File: config.mk
export PLATFORM = sky130hd
export DESIGN_NAME = ctrlRegMem
export DESIGN_NICKNAME = d
export VERILOG_FILES = /design/src/design/coreMemPkg.sv /design/src/design/ctrlRegMem.sv
export VERILOG_INCLUDE_DIRS = /design/src /design/src/design
export SDC_FILE = /design/constraint.sdc
export NUM_CORES = 1
export LEC_CHECK = 0
export BUFFER_PORTS_ARGS = -buffer_cell sky130_fd_sc_hd__buf_2
export CORE_MARGIN = 2
export CORE_UTILIZATION = 48
export DETAILED_ROUTE_END_ITERATION = 16
export GPL_ROUTABILITY_DRIVEN = 0
export HOLD_SLACK_MARGIN = 0.02
export PLACE_DENSITY_LB_ADDON = 0.05
export SLEW_MARGIN = 10
export SYNTH_ARGS = -nofsm -noshare
export SYNTH_HDL_FRONTEND = slang
export SYNTH_SLANG_ARGS = --single-unit
export TNS_END_PERCENT = 30
File: constraint.sdc
create_clock -name Clk -period 1.1 [get_ports Clk]
set_input_delay 0.055 -clock Clk [delete_from_list [all_inputs] [get_ports Clk]]
set_output_delay 0.055 -clock Clk [all_outputs]
set_load 0.1 [all_outputs]
File: src/design/coreMem_config.svh
//========================================
// Core memory block configuration
// Region bounds, RAM depths and control
// register offsets for one mesh tile
//========================================
`ifndef COREMEM_CONFIG_SVH
`define COREMEM_CONFIG_SVH

//========================================
// Region bounds on address bits 15..0
//========================================
`define IMEM_FLOOR 16'h0000
`define IMEM_ROOF  16'h0FFF
`define DMEM_FLOOR 16'h1000
`define DMEM_ROOF  16'h1FFF
`define CR_FLOOR   16'h2000
`define CR_ROOF    16'h20FF

// Depth in 32-bit words
`define IMEM_DEPTH 1024
`define DMEM_DEPTH 1024

//========================================
// Control register offsets
//========================================
`define CR_SCRATCH0 8'h00
`define CR_SCRATCH1 8'h04
`define CR_LED      8'h08
`define CR_SEG      8'h0C
`define CR_SW       8'h10
`define CR_KEY      8'h14

`endif

File: src/design/coreMemPkg.sv
//========================================
// Core memory package
// Fabric transaction, address views and
// board pin types
//========================================
package coreMemPkg;

   typedef logic [7:0] tTileId;

   typedef enum logic [1:0] {
      WR     = 2'b00,
      RD     = 2'b01,
      RD_RSP = 2'b10
   } tFabricOp;

   // Local view, used for region decode and RAM index
   typedef struct packed {
      logic [15:0] upper;
      logic [15:0] offset;
   } tMemView;

   // Routing view, target tile in the top byte
   typedef struct packed {
      tTileId      target;
      logic [23:0] offset;
   } tRspView;

   typedef union packed {
      tMemView memView;
      tRspView rspView;
   } tFabricAddr;

   typedef struct packed {
      tFabricAddr  address;
      logic [31:0] data;
      tFabricOp    opcode;
      tTileId      requestorId;
      logic [1:0]  nextArbId;
   } tTileTrans;

   //========================================
   // Board pins
   //========================================
   typedef struct packed {
      logic [9:0] sw;
      logic [3:0] key;
   } tFpgaIn;

   typedef struct packed {
      logic [9:0]  led;
      logic [23:0] seg;
   } tFpgaOut;

endpackage

File: src/design/ctrlRegMem.sv
//========================================
// Control register file
// Scratch, LED and segment registers plus
// sampled switches and keys, two ports
//========================================
`include "coreMem_config.svh"

module ctrlRegMem (
   input  logic                Clk,
   input  logic                rstN,
   // Core side
   input  logic [7:0]          coreOffset,
   input  logic [31:0]         coreData,
   input  logic                coreWrEn,
   input  logic                coreRdEn,
   output logic [31:0]         coreRdData,
   // Fabric side
   input  logic [7:0]          fabOffset,
   input  logic [31:0]         fabData,
   input  logic                fabWrEn,
   output logic [31:0]         fabRdData,
   // Board pins
   input  coreMemPkg::tFpgaIn  fpgaIn,
   output coreMemPkg::tFpgaOut fpgaOut
);
   import coreMemPkg::*;

   logic [31:0] scratch0;
   logic [31:0] scratch1;
   tFpgaIn      pinSample;

   // Word match, low two offset bits ignored
   function automatic logic isReg(input logic [7:0] offset, input logic [7:0] regOffset);
      return {offset[7:2], 2'b00} == regOffset;
   endfunction

   function automatic logic [31:0] readReg(input logic [7:0] offset);
      logic [31:0] value;
      case ({offset[7:2], 2'b00})
         `CR_SCRATCH0: value = scratch0;
         `CR_SCRATCH1: value = scratch1;
         `CR_LED:      value = {22'b0, fpgaOut.led};
         `CR_SEG:      value = {8'b0, fpgaOut.seg};
         `CR_SW:       value = {22'b0, pinSample.sw};
         `CR_KEY:      value = {28'b0, pinSample.key};
         default:      value = '0;
      endcase
      return value;
   endfunction

   //========================================
   // Register writes, core after fabric
   //========================================
   always_ff @(posedge Clk) begin
      if (fabWrEn && isReg(fabOffset, `CR_SCRATCH0)) scratch0 <= fabData;
      if (coreWrEn && isReg(coreOffset, `CR_SCRATCH0)) scratch0 <= coreData;
      if (fabWrEn && isReg(fabOffset, `CR_SCRATCH1)) scratch1 <= fabData;
      if (coreWrEn && isReg(coreOffset, `CR_SCRATCH1)) scratch1 <= coreData;
      pinSample <= fpgaIn;
   end

   // Board outputs
   always_ff @(posedge Clk or negedge rstN) begin
      if (!rstN) begin
         fpgaOut <= '0;
      end else begin
         if (fabWrEn && isReg(fabOffset, `CR_LED)) fpgaOut.led <= fabData[9:0];
         if (coreWrEn && isReg(coreOffset, `CR_LED)) fpgaOut.led <= coreData[9:0];
         if (fabWrEn && isReg(fabOffset, `CR_SEG)) fpgaOut.seg <= fabData[23:0];
         if (coreWrEn && isReg(coreOffset, `CR_SEG)) fpgaOut.seg <= coreData[23:0];
      end
   end

   //========================================
   // Registered reads
   //========================================
   always_ff @(posedge Clk) begin
      if (coreRdEn) begin
         coreRdData <= readReg(coreOffset);
      end
      fabRdData <= readReg(fabOffset);
   end

endmodule

==> results.yml <==
hold_path:
  hold_class: "input pin to asynchronous set/reset pin"
power:
  p_leak_nw: 5.29
  p_per_area_nw_per_um2: 1630
  total_power_w: 0.0215
  ir_worst_vdd_mv: 1.25
synthesis:
  yosys_warnings: 0
  syn_area_um2: 8020
  async_reset_ff_share_pct: 19.3
  yosys.area_share.simple_pct: 9.32
  synth.distinct_cells: 40
  muxShareOfSynthArea_pct: 18.1
  synth.net_count: 721
  synth_most_common_cell: "edfxtp_1"
  netlist.area_leader.share_pct: 36.0
  synth_seq_cells: 176
  synthXorXnorAreaFrac_pct: 0
  netlist_instances: 622
  yosys-top-cells-area: "edfxtp_1, dfxtp_1, dfrtp_1, mux2_1, mux2i_1"
  synth_compound_area_share_pct: 11.3
  synth_edf_count: 96
  yosysTopAreaCell: "edfxtp_1"
  avgSynthCellArea_um2: 12.9
  synth-seq-area-share_pct: 58.1
  ys.flop_type: "edfxtp_1"
  synth_top_family_by_area: "multiplexers"
  synthTopCellsByCount: "edfxtp_1, mux2_1, mux2i_1, dfxtp_1, nand3_1"
  synth_fa_ha_area_share_pct: 0
floorplan:
  io_pins: 197
  coreArea_um2: 16500
  fp.dieH_um: 133
  num_rows: 47
  die_x_um: 133
  initial_core_util_pct: 48.7
  dieArea_um2: 17700
placed_design:
  dp_hpwl_um: 17000
  portBuffers: 192
  dp.cells: 1073
  dp_slack_ns: -0.595
  postPlaceCellArea_um2: 11100
clocking:
  cts_buffer_depth: 2
  cts.sinks: 176
  root_buffer: "clkbuf_16"
  cts_buffers: 17
  clkSlewWorstSetupHoldPaths_ns: 0.07
  cts_tree: "done"
  insertion_delay_ns: 0.42
  cts_max_level: 4
timing:
  rsz0062_at_grt: "true"
  setup_ws_ns: -0.199
  period_share_pct: 118
  relSlewSlack_pct: 51.5
  fin_worst_skew_ns: 0.00648
  fin_crit_ns: 1.30
  worstMarginPinSlew_ns: 0.725
  finalSetupViolations: 156
  fmax_mhz: 770
  maxSlewViolCount: 0
  hold_viol: 0
  whs_ns: 0.107
critical_path:
  worstSetupStartpointType: "register"
  cp_max_fo: 2
  arrival_ns: 1.47
  worstPathRequired_ns: 1.27
  cp_top_family: "multiplexers"
  crit_slowest_cell: "mux4_2"
  r2r_cells: 3
  critPathMaxStageDelay_ns: 0.49
  r2r-start: "scratch0[1]"
  r2r_slack_ns: -0.20
  worst-path-buf-inv: 1
  path_class: "register to register"
  endpoint_kind: "register"
  cp_cell_sequence: "mux4_2 > clkinv_1 > o22ai_1"
  r2r-end: "coreRdData[1]"
global_routing:
  antenna_found_initial: 1
  grt_pass1_wl_um: 41200
  grt_usage_pct: 30.5
  grt_max_degree: 41
  grt_pass1_vias: 7659
  grt_remaining_overflow: 0
finish:
  n_fill_cell: 963
  regArea_um2: 4660
  multi_input_area_um2: 3230
  instances_no_fill: 1220
  final_nets: 1085
  stdcell_area_um2: 13200
  area_delta_synth_final_pct: 64.1
  drive_above_1_share_pct: 39.2
run_status:
  status: "finished, violations left"
  failed_checks: "setup timing"
detailed_routing:
  vias_per_cell: 6.07
  met1Wirelength_um: 10000
  wl_met3_um: 2800
  wl_um: 27300
  wl_per_cell_um: 22.4
  route.met2.wl_um: 13700
  drc_errors: 0
  routed.top_layer: "met4"
  via_count: 7405
  drt_first_pass_iters: 6
  final_antenna_net_count: 0
  drt_iter0_drc: 835
run:
  drv_cap: 0
==> state kept, by name, indices dropped and copies added (netlist names) <==
| name | count |
|---|---|
| coreRdData | 32 |
| fabRdData | 32 |
| fpgaOut | 34 |
| pinSample | 14 |
| scratch0 | 32 |
| scratch1 | 32 |
==> metal layers <==
| metal | up-vias | track usage, % |
|---|---|---|
| met5 | - | 0 |
| met4 | 0 | 11.5 |
| met3 | 82 | 6.81 |
| met2 | 544 | 51.6 |
| met1 | 3592 | 38.5 |
| li1 | 3187 | - |
==> report_power, final <==
group          switching, W  internal [W]
Combinational       0.00461       0.00333
Sequential         0.000388       0.00741
Clock               0.00262       0.00315
Total               0.00762        0.0139
==> final cells by class <==
cell class              count  area share (%)
clock buffers              18            3.26
repair buffers            399            33.5
multi-input cells         388            24.6
inverters                   4           0.114
diodes                      1          0.0190
flip-flops and latches    176            35.4
well taps                 220            2.09
clock inverters            14           0.980
==> worst max path at each step <==
stage                   from             to  slack [ns]  cells after the start
5_1_grt          scratch0[1]  coreRdData[1]       -0.21                      3
3_5_place_dp    fabOffset[6]   fabRdData[2]       -0.60                      7
3_3_place_gp   coreOffset[5]  coreRdData[2]       -0.57                      6
6_report         scratch0[1]  coreRdData[1]       -0.20                      3
2_1_floorplan   fabOffset[4]    scratch1[0]       -0.62                      4
4_1_cts          scratch0[1]  coreRdData[1]       -0.19                      3
==> worst register-to-register path: stages (launching register included) <==
cell and delay (ns):
edfxtp_1 0.42, mux4_2 0.49, clkinv_1 0.06, o22ai_1 0.06
==> what timing repair did <==
item	4_1_cts	5_1_grt
hold buffers	79	0
pin swaps	6	7
gates cloned	2	1
hold endpoints to repair	146	0
buffers inserted	29	5
endpoints found under the setup margin	261	224
gates resized for setup	85	27
==> kinds of logic (layout without fill, tap and decap cells) <==
group	count (synthesis)	count (layout)
other	0	1
and+or+nand+nor	130	130
buffers and inverters	58	435
DFF	176	176
AOI/OAI and AO/OA	132	132
muxes	126	126
==> per-stage QoR <==
stage          util, %  TNS, ns
5_1_grt           79.9   -13.50
3_3_place_gp      67.3  -103.62
6_report          79.9    -8.37
3_5_place_dp      67.3  -107.03
4_1_cts           78.9    -7.29
2_1_floorplan        -   -89.24
==> placed cells by master, fill, tap and decap left out, types with 34 or more instances in the layout <==
| cell type | instances |
|---|---|
| a31oi_1 | 34 |
| buf_12 | 93 |
| buf_2 | 90 |
| buf_4 | 78 |
| buf_6 | 54 |
| dfxtp_1 | 46 |
| dlygate4sd3_1 | 79 |
| edfxtp_1 | 96 |
| mux2_1 | 61 |
| mux2i_1 | 47 |
| nand3_1 | 42 |
| nor3_1 | 35 |
(Power assumes the default switching activity.)
